===== config.mk =====
export PLATFORM = sky130hd
export DESIGN_NAME = bp_history_top
export DESIGN_NICKNAME = d
export VERILOG_FILES = /design/src/bp_cfg_pkg.sv /design/src/bp_types_pkg.sv /design/src/bp_history_top.sv /design/src/fold_history.sv /design/src/history_control.sv /design/src/tage_index_hash.sv
export SDC_FILE = /design/constraint.sdc
export NUM_CORES = 1
export LEC_CHECK = 0
export ABC_AREA = 1
export BUFFER_PORTS_ARGS = -buffer_cell sky130_fd_sc_hd__buf_2
export CAP_MARGIN = 20
export CORE_UTILIZATION = 30
export DETAILED_ROUTE_END_ITERATION = 8
export GPL_ROUTABILITY_DRIVEN = 0
export MAX_ROUTING_LAYER = met4
export PLACE_DENSITY_LB_ADDON = 0.3
export REMOVE_ABC_BUFFERS = 1
export SYNTH_ARGS = -nofsm -noshare
export SYNTH_HDL_FRONTEND = slang
export SYNTH_SLANG_ARGS = --single-unit

===== constraint.sdc =====
create_clock -name clk -period 8.8 [get_ports clk]
set_input_delay 0 -clock clk [delete_from_list [all_inputs] [get_ports clk]]
set_output_delay 0 -clock clk [all_outputs]
set_load 0.01 [all_outputs]

===== src/bp_cfg_pkg.sv =====
package bp_cfg_pkg;

    localparam int SLOT_NUM   = 2;    // Conditional slots per prediction
    localparam int GHIST_SIZE = 128;  // Circular history depth
    localparam int GHIST_W    = 7;
    localparam int TAGE_BANK  = 4;

    // Fold widths
    localparam int IDX_W  = 8;
    localparam int TAG1_W = 8;
    localparam int TAG2_W = 7;

    localparam int TAG_W = 8;         // Table tag width
    localparam int PC_W  = 32;

    // Bank 0 has the shortest history
    localparam logic [TAGE_BANK-1:0][8:0] DEF_HIST_LEN = {
        9'd119,
        9'd32,
        9'd13,
        9'd8
    };

endpackage


===== src/bp_types_pkg.sv =====
package bp_types_pkg;

    typedef enum logic [1:0] {
        HIST_HOLD,
        HIST_PREDICT,
        HIST_REDIRECT,
        HIST_SQUASH
    } hist_src_e;

    // One entry per bank in each field
    typedef struct packed {
        logic [bp_cfg_pkg::TAGE_BANK-1:0][bp_cfg_pkg::IDX_W-1:0]  idx;
        logic [bp_cfg_pkg::TAGE_BANK-1:0][bp_cfg_pkg::TAG1_W-1:0] tag1;
        logic [bp_cfg_pkg::TAGE_BANK-1:0][bp_cfg_pkg::TAG2_W-1:0] tag2;
    } tage_fold_t;

    typedef struct packed {
        logic [bp_cfg_pkg::GHIST_W-1:0] ghist_idx;  // Next write slot
        tage_fold_t                     fold;
    } hist_ckpt_t;

    typedef struct packed {
        logic       en;
        logic [1:0] cond_num;  // 0 to SLOT_NUM
        logic       taken;     // Outcome of the last conditional
        hist_ckpt_t redirect;
    } pred_event_t;

    typedef struct packed {
        logic [1:0] cond_num;
        logic       taken;
        hist_ckpt_t ckpt;
    } squash_event_t;

    typedef struct packed {
        logic                        en;
        logic [bp_cfg_pkg::PC_W-1:0] pc;
    } lookup_req_t;

    typedef struct packed {
        logic                                                    valid;
        logic [bp_cfg_pkg::TAGE_BANK-1:0][bp_cfg_pkg::IDX_W-1:0] idx;
        logic [bp_cfg_pkg::TAGE_BANK-1:0][bp_cfg_pkg::TAG_W-1:0] tag;
    } lookup_resp_t;

endpackage


===== src/bp_history_top.sv =====
`timescale 1ns/1ns

module bp_history_top #(
    parameter logic [bp_cfg_pkg::TAGE_BANK-1:0][8:0] HIST_LEN = bp_cfg_pkg::DEF_HIST_LEN
) (
    input  logic                        clk,
    input  logic                        rst,
    input  bp_types_pkg::pred_event_t   pred,
    input  logic                        s2_redirect,
    input  logic                        squash,
    input  bp_types_pkg::squash_event_t sq_info,
    input  bp_types_pkg::lookup_req_t   lookup,
    output bp_types_pkg::hist_ckpt_t    history,
    output bp_types_pkg::lookup_resp_t  resp
);

    // History update stage
    history_control #(
        .HIST_LEN (HIST_LEN)
    ) u_history_control (
        .clk         (clk),
        .rst         (rst),
        .pred        (pred),
        .s2_redirect (s2_redirect),
        .squash      (squash),
        .sq_info     (sq_info),
        .history     (history)
    );

    // Hash stage reads the registered folds
    tage_index_hash #(
        .HIST_LEN (HIST_LEN)
    ) u_tage_index_hash (
        .clk    (clk),
        .rst    (rst),
        .lookup (lookup),
        .fold   (history.fold),
        .resp   (resp)
    );

endmodule


===== src/fold_history.sv =====
`timescale 1ns/1ns

module fold_history #(
    parameter int L = 8,
    parameter int W = 8
) (
    input  logic [W-1:0] origin,
    input  logic [1:0]   n,
    input  logic         dir,
    input  logic [1:0]   old_bits,  // [0] leaves on the first append
    output logic [W-1:0] fold_out
);

    localparam int OUT_POS = L % W;  // Slot the expiring bit rotates into

    // One appended bit: rotate, add the new bit, cancel the expiring one
    function automatic logic [W-1:0] shift_in(
        input logic [W-1:0] f,
        input logic         d,
        input logic         old
    );
        logic [W-1:0] r;
        r = {f[W-2:0], f[W-1]};
        r[0] = r[0] ^ d;
        r[OUT_POS] = r[OUT_POS] ^ old;
        return r;
    endfunction

    always_comb begin
        case (n)
            2'd1:    fold_out = shift_in(origin, dir, old_bits[0]);
            2'd2:    fold_out = shift_in(shift_in(origin, 1'b0, old_bits[0]), dir, old_bits[1]);
            default: fold_out = origin;
        endcase
    end

endmodule


===== src/history_control.sv =====
`timescale 1ns/1ns

module history_control #(
    parameter logic [bp_cfg_pkg::TAGE_BANK-1:0][8:0] HIST_LEN = bp_cfg_pkg::DEF_HIST_LEN
) (
    input  logic                        clk,
    input  logic                        rst,
    input  bp_types_pkg::pred_event_t   pred,
    input  logic                        s2_redirect,
    input  logic                        squash,
    input  bp_types_pkg::squash_event_t sq_info,
    output bp_types_pkg::hist_ckpt_t    history
);

    logic [bp_cfg_pkg::GHIST_SIZE-1:0] ghist;
    bp_types_pkg::hist_ckpt_t          state_q;
    bp_types_pkg::hist_ckpt_t          base;
    bp_types_pkg::hist_ckpt_t          state_d;
    bp_types_pkg::tage_fold_t          fold_new;
    bp_types_pkg::hist_src_e           src;
    logic [1:0]                        n;
    logic                              taken;
    logic [bp_cfg_pkg::GHIST_W-1:0]    wr_idx_hi;

    // Squash wins over redirect, redirect over a plain prediction
    always_comb begin
        if (squash) begin
            src = bp_types_pkg::HIST_SQUASH;
        end else if (s2_redirect) begin
            src = bp_types_pkg::HIST_REDIRECT;
        end else if (pred.en) begin
            src = bp_types_pkg::HIST_PREDICT;
        end else begin
            src = bp_types_pkg::HIST_HOLD;
        end
    end

    always_comb begin
        base = state_q;  // Live state unless restored
        n = 2'd0;
        taken = 1'b0;
        case (src)
            bp_types_pkg::HIST_SQUASH: begin
                base = sq_info.ckpt;
                n = sq_info.cond_num;
                taken = sq_info.taken;
            end
            bp_types_pkg::HIST_REDIRECT: begin
                base = pred.redirect;
                n = pred.cond_num;
                taken = pred.taken;
            end
            bp_types_pkg::HIST_PREDICT: begin
                n = pred.cond_num;
                taken = pred.taken;
            end
            default: begin
            end
        endcase
    end

    for (genvar b = 0; b < bp_cfg_pkg::TAGE_BANK; b++) begin : g_bank
        logic [bp_cfg_pkg::GHIST_W-1:0] old_ptr;
        logic [1:0]                     old_bits;

        // Bit L places back drops out of the window first
        assign old_ptr = base.ghist_idx - HIST_LEN[b][bp_cfg_pkg::GHIST_W-1:0];
        assign old_bits = {ghist[old_ptr + 1'b1], ghist[old_ptr]};

        fold_history #(.L(HIST_LEN[b]), .W(bp_cfg_pkg::IDX_W)) u_fold_idx (
            .origin   (base.fold.idx[b]),
            .n        (n),
            .dir      (taken),
            .old_bits (old_bits),
            .fold_out (fold_new.idx[b])
        );

        fold_history #(.L(HIST_LEN[b]), .W(bp_cfg_pkg::TAG1_W)) u_fold_tag1 (
            .origin   (base.fold.tag1[b]),
            .n        (n),
            .dir      (taken),
            .old_bits (old_bits),
            .fold_out (fold_new.tag1[b])
        );

        fold_history #(.L(HIST_LEN[b]), .W(bp_cfg_pkg::TAG2_W)) u_fold_tag2 (
            .origin   (base.fold.tag2[b]),
            .n        (n),
            .dir      (taken),
            .old_bits (old_bits),
            .fold_out (fold_new.tag2[b])
        );
    end

    assign wr_idx_hi = base.ghist_idx + 1'b1;
    assign state_d.ghist_idx = base.ghist_idx + bp_cfg_pkg::GHIST_W'(n);
    assign state_d.fold = fold_new;

    always_ff @(posedge clk or posedge rst) begin
        if (rst) begin
            ghist <= '0;
            state_q <= '0;
        end else begin
            state_q <= state_d;
            case (n)
                2'd1: ghist[base.ghist_idx] <= taken;
                2'd2: begin
                    ghist[base.ghist_idx] <= 1'b0;  // Only the last outcome can be taken
                    ghist[wr_idx_hi] <= taken;
                end
                default: begin
                end
            endcase
        end
    end

    assign history = state_q;

    a_cond_num_range: assert property (
        @(posedge clk) disable iff (rst)
        src != bp_types_pkg::HIST_HOLD |-> n != 2'd3
    );

    // An empty event leaves the position and folds on its base checkpoint
    a_empty_predict_holds: assert property (
        @(posedge clk) disable iff (rst)
        src == bp_types_pkg::HIST_PREDICT && n == 2'd0 |=> $stable(history)
    );

    a_empty_squash_restores: assert property (
        @(posedge clk) disable iff (rst)
        src == bp_types_pkg::HIST_SQUASH && n == 2'd0 |=> history == $past(sq_info.ckpt)
    );

endmodule


===== src/tage_index_hash.sv =====
`timescale 1ns/1ns

module tage_index_hash #(
    parameter logic [bp_cfg_pkg::TAGE_BANK-1:0][8:0] HIST_LEN = bp_cfg_pkg::DEF_HIST_LEN
) (
    input  logic                       clk,
    input  logic                       rst,
    input  bp_types_pkg::lookup_req_t  lookup,
    input  bp_types_pkg::tage_fold_t   fold,
    output bp_types_pkg::lookup_resp_t resp
);

    logic [bp_cfg_pkg::TAGE_BANK-1:0][bp_cfg_pkg::IDX_W-1:0] idx_d;
    logic [bp_cfg_pkg::TAGE_BANK-1:0][bp_cfg_pkg::TAG_W-1:0] tag_d;
    logic [bp_cfg_pkg::TAGE_BANK-1:0][bp_cfg_pkg::IDX_W-1:0] idx_q;
    logic [bp_cfg_pkg::TAGE_BANK-1:0][bp_cfg_pkg::TAG_W-1:0] tag_q;
    logic                                                    valid_q;

    for (genvar b = 0; b < bp_cfg_pkg::TAGE_BANK; b++) begin : g_bank
        localparam bit USE_HIST = HIST_LEN[b] != 9'd0;  // Zero length means PC only

        logic [bp_cfg_pkg::PC_W-1:0]  pc_shift;
        logic [bp_cfg_pkg::IDX_W-1:0] idx_fold;
        logic [bp_cfg_pkg::TAG_W-1:0] tag_fold;

        assign pc_shift = lookup.pc >> (2 + b);  // Spreads banks apart
        assign idx_fold = USE_HIST ? fold.idx[b] : '0;
        assign tag_fold = USE_HIST ? (fold.tag1[b] ^ {fold.tag2[b], 1'b0}) : '0;

        assign idx_d[b] = lookup.pc[bp_cfg_pkg::IDX_W+1:2] ^ idx_fold
                        ^ pc_shift[bp_cfg_pkg::IDX_W-1:0];
        assign tag_d[b] = lookup.pc[bp_cfg_pkg::TAG_W+1:2] ^ tag_fold;
    end

    always_ff @(posedge clk or posedge rst) begin
        if (rst) begin
            valid_q <= 1'b0;
        end else begin
            valid_q <= lookup.en;
        end
    end

    always_ff @(posedge clk) begin
        idx_q <= idx_d;
        tag_q <= tag_d;
    end

    always_comb begin
        resp.valid = valid_q;
        resp.idx = idx_q;
        resp.tag = tag_q;
    end

    a_valid_follows_en: assert property (
        @(posedge clk) disable iff (rst)
        resp.valid == $past(lookup.en)
    );

endmodule


==> summary.md <==
| Metric | Value |
|---|---|
| Status | `complete, but fails checks` |
| Failing checks | `negative hold slack` |
| Via count of the first global-routing pass | `roughly 26k` |
| Sum of overflow across all layers after global routing | `0` |
| Beginning of the worst register-to-register path | `u_history_control.history[92]$_DFF_PP0_` |
| Net switching power | `about 3600 µW` |
| Clock share of power | `21.9%` |
| Synth Flop Type | `sky130_fd_sc_hd__dfrtp_1` |
| Wire length of the first global-routing pass | `between 150000 and 200000 µm` |
| Max-capacitance violation count | `0` |
| Register share of total power | `28.5%` |
| Cell area after synthesis | `about 0.024 mm²` |
| Post-route antenna net violation count | `0` |
| Buffers and inverters on the worst path | `5` |
| Beginning of the worst hold path | `sq_info[56]` |
| Tmin final | `between 5000 and 6000 ps` |
| Critical path's largest stage delay | `~690 ps` |
| VDD IR max | `about 0.17 mV` |
| HPWL reported at the end of detailed placement | `around 80000 µm` |
| Normalized max-slew margin | `a little under an eighth` |
| Unrepaired setup endpoints after global routing | `no` |
| Number of standard-cell rows in the floorplan | `between 100 and 150` |
| Number of cells produced by synthesis | `roughly 3.6k` |
| Internal power consumption | `4030 µW` |
| Number of synthesized flops with an enable pin | `0` |
| Pleak | `0.0131 µW` |
| Highest clock rate | `~170 MHz` |
| Maximum buffer depth of the clock tree | `3` |
| DIE HEIGHT | `around 280 µm` |
| Layout Cell Area excl Fill | `just under 0.03 mm²` |
| Initial antenna violation count | `4` |
| Total number of vias | `29.4k` |
| Wirelength, routed | `around 120000 µm` |
| Count of endpoints failing hold in the final timing report | `1` |
| Sequential cell area fraction in the yosys report | `between 20% and 30%` |
| TritonCTS clock tree | `built` |
| Data required time at the worst endpoint | `approximately 9300 ps` |
| Library cell contributing the largest single delay on the critical path | `sky130_fd_sc_hd__nand2_1` |
| Endpoint class of the critical path | `register` |
| Max-slew violation count | `0` |
| Part of the cycle the worst path needs | `about two thirds` |
| Area growth from synthesis to layout | `24.7%` |
| Worst slew pin tran | `~1300 ps` |
| Setup violations, final | `0` |
| Register bit total from synthesis | `292` |
| Core area | `between 0.07 and 0.08 mm²` |
| Number of I/O port buffers | `384` |
| Post-route worst hold slack | `-8.54 ps` |
| Share of final-layout standard cells stronger than drive strength 1 | `14.9%` |
| Sink count of the clock tree | `approximately 290` |
| Latest clock arrival within the worst-skew pair | `580 ps` |
| Clk pin slew, worst setup/hold paths | `approximately 60 ps` |
| Yosys warning count | `0` |
| H-Tree Level Count | `2` |
| Critical Path Source | `squash` |
| Worst Path Arrival | `approximately 6300 ps` |
| Post-layout nets | `approximately 4.3k` |
| Synthesized area divided by synthesized cell count | `between 6 and 7 µm²` |
| Class of the worst hold path | `in -> reg` |
| Async set-reset flop share out of synthesis | `a little under 80%` |
| Initial standard-cell utilization of the core | `30.4%` |
| Root Buffer | `sky130_fd_sc_hd__clkbuf_16` |
| Number of placed I/O pins | `406` |
| Largest clock skew in the final design | `25.0 ps` |
| Most used cell along the critical path | `sky130_fd_sc_hd__nand2_1` |
| Overall Global Routing Usage | `roughly 30%` |
| Category of the most critical setup path | `in -> reg` |
| Final instance count without filler cells | `roughly 5.1k` |
| Starting DRT DRC Count | `about 4.3k` |
| Combinational cell fraction of total power | `approximately half` |
| Number of buffers added by the clock tree synthesis step | `38` |
| Worst-path maximum fanout | `between 70 and 80` |
| Fraction of power spent switching nets | `between 40% and 50%` |
| Total power divided by cell area | `259 mW/mm²` |
| Gate family responsible for the most delay along the worst path | `simple AND/OR/NAND/NOR gates` |
| Remaining design rule violation count | `0` |
| Post-detailed-route via-to-cell ratio | `~5.7` |
| Post-DP Area | `0.0262 mm²` |
| Library cells used by synthesis | `57` |
| Post-CTS Setup Inserts | `0` |
| Cell count after placement | `between 4k and 5k` |
| First-pass DRT Iterations | `6` |
| Die outline area | `around 0.080 mm²` |
| Largest net degree at the start of global routing | `155` |
| Highest-count cells in the layout ignoring fill and taps | `sky130_fd_sc_hd__nand2_1, sky130_fd_sc_hd__nand3_1, sky130_fd_sc_hd__buf_2` |
| Width of the chip | `between 200 and 300 µm` |
| Detailed-route wire length per cell | `23.4 µm` |
| Most frequent standard cell in the layout excluding fill and tap cells | `sky130_fd_sc_hd__nand2_1` |
| Setup crit start kind | `input port` |
[metal layers]
layer | GRT usage, % | part of all wire (%)
met1 | 36.8 | 38
met5 | - | 0
met2 | 44.2 | 43
met4 | 18.9 | 7.2
met3 | 6.40 | 12
[timing repair]
| item | in CTS | in global routing |
|---|---|---|
| endpoints found under the hold margin | 232 | 0 |
| hold buffers | 190 | 0 |
| resized for setup | 0 | 0 |
[final cells by class]
cell class | instances | area, µm²
Timing Repair Buffer | 624 | 4230
Inverter | 250 | 957
Tap cell | 1040 | 1300
Multi-Input combinational cell | 2856 | 14700
Sequential cell | 292 | 6990
Fill cell | 8299 | 48200
Clock inverter | 9 | 145
Clock buffer | 58 | 1150
Antenna cell | 6 | 15.0
[power by group through the flow]
stage               Clock [µW]  Sequential, µW  Combinational, µW
global placement             0            2170               3470
detailed placement           0            2180               3500
floorplan                    0            2190               2110
CTS                       1680            2160               3650
global route              1730            2220               4070
finish                    1670            2170               3780
[sequential cells by signal, summed over array words and instances (netlist names)]
signal / flops
u_history_control.ghist: 128
u_history_control.history: 99
u_tage_index_hash.resp: 64
u_tage_index_hash.valid_q: 1
[cells by family after synthesis]
| logic type | after synthesis | share of synthesized area [%] |
|---|---|---|
| AO/OA/AOI/OAI | 828 | 21.8 |
| XOR/XNOR | 149 | 5.71 |
| adder cells (fa/ha/maj) | 19 | 1.04 |
| buffers and inverters | 496 | 8.65 |
| flip-flops | 292 | 29.6 |
| multiplexers | 2 | 0.0954 |
| AND/OR/NAND/NOR | 1858 | 33.1 |
[worst register-to-register path, cell delays in order (launching register included)]
cell and delay [ps]:
sky130_fd_sc_hd__dfrtp_1 400, sky130_fd_sc_hd__nand2_2 480, sky130_fd_sc_hd__nand2_4 590, sky130_fd_sc_hd__buf_4 670
sky130_fd_sc_hd__nand2_4 540, sky130_fd_sc_hd__nand2_1 170, sky130_fd_sc_hd__nand2_1 80, sky130_fd_sc_hd__nand2_1 690
sky130_fd_sc_hd__inv_2 340, sky130_fd_sc_hd__nand2_1 200, sky130_fd_sc_hd__nand2_2 160, sky130_fd_sc_hd__inv_2 210
sky130_fd_sc_hd__nand3_1 150, sky130_fd_sc_hd__nand3_1 110, sky130_fd_sc_hd__nand3_1 80, sky130_fd_sc_hd__nand3_1 220
sky130_fd_sc_hd__nand2_1 140, sky130_fd_sc_hd__nand2_1 90, sky130_fd_sc_hd__nand3_1 110, sky130_fd_sc_hd__a21oi_1 140
[per-stage QoR]
| stage | hold slack, ps | setup TNS, ps | setup WS, ps | total power, µW | utilization [%] |
|---|---|---|---|---|---|
| floorplan | 31.4 | -392890 | -2930 | 4290 | - |
| detailed placement | 115 | 0 | 2790 | 5680 | 33.8 |
| global placement | 111 | 0 | 2840 | 5640 | 33.8 |
| CTS | 0.130 | 0 | 3360 | 7480 | 37.9 |
| global route | 48.9 | 0 | 2810 | 8010 | 37.9 |
| finish | -8.54 | 0 | 2980 | 7610 | 37.9 |
[final timing paths]
path	end	slack, ps	cells past startpoint
worst max register to register	u_history_control.history[73]$_DFF_PP0_	3140	19
min in group asynchronous	u_history_control.history[81]$_DFF_PP0_	100	3
max in group asynchronous	u_history_control.ghist[36]$_DFFE_PP0P_	7290	4
worst min-delay path	u_history_control.history[56]$_DFF_PP0_	-9	3
worst min register to register	u_tage_index_hash.resp[37]$_DFF_P_	410	0
worst max-delay path	u_history_control.history[73]$_DFF_PP0_	2980	25
[cell usage after synthesis, types with 17 or more instances]
master	n	area share [%]
sky130_fd_sc_hd__nand2_1	1006	16
sky130_fd_sc_hd__nand3_1	428	9.1
sky130_fd_sc_hd__o21ai_0	346	7.3
sky130_fd_sc_hd__nor2_1	344	5.5
sky130_fd_sc_hd__dfrtp_1	228	24
sky130_fd_sc_hd__inv_1	211	3.4
sky130_fd_sc_hd__clkbuf_1	153	2.4
sky130_fd_sc_hd__o22ai_1	102	2.7
sky130_fd_sc_hd__xor2_1	92	3.4
sky130_fd_sc_hd__a21oi_1	90	1.9
sky130_fd_sc_hd__a221oi_1	65	2.4
sky130_fd_sc_hd__dfxtp_1	64	5.4
sky130_fd_sc_hd__o211ai_1	60	1.9
sky130_fd_sc_hd__xnor2_1	53	2.0
sky130_fd_sc_hd__a31oi_1	37	0.98
sky130_fd_sc_hd__buf_1	35	0.56
sky130_fd_sc_hd__inv_2	30	0.48
sky130_fd_sc_hd__buf_2	28	0.59
sky130_fd_sc_hd__a32o_1	27	1.1
sky130_fd_sc_hd__o21ai_1	25	0.53
sky130_fd_sc_hd__buf_4	23	0.73
sky130_fd_sc_hd__a221o_1	18	0.76
sky130_fd_sc_hd__ha_1	18	0.95
sky130_fd_sc_hd__a22oi_1	17	0.54
(Power assumes the default switching activity.)
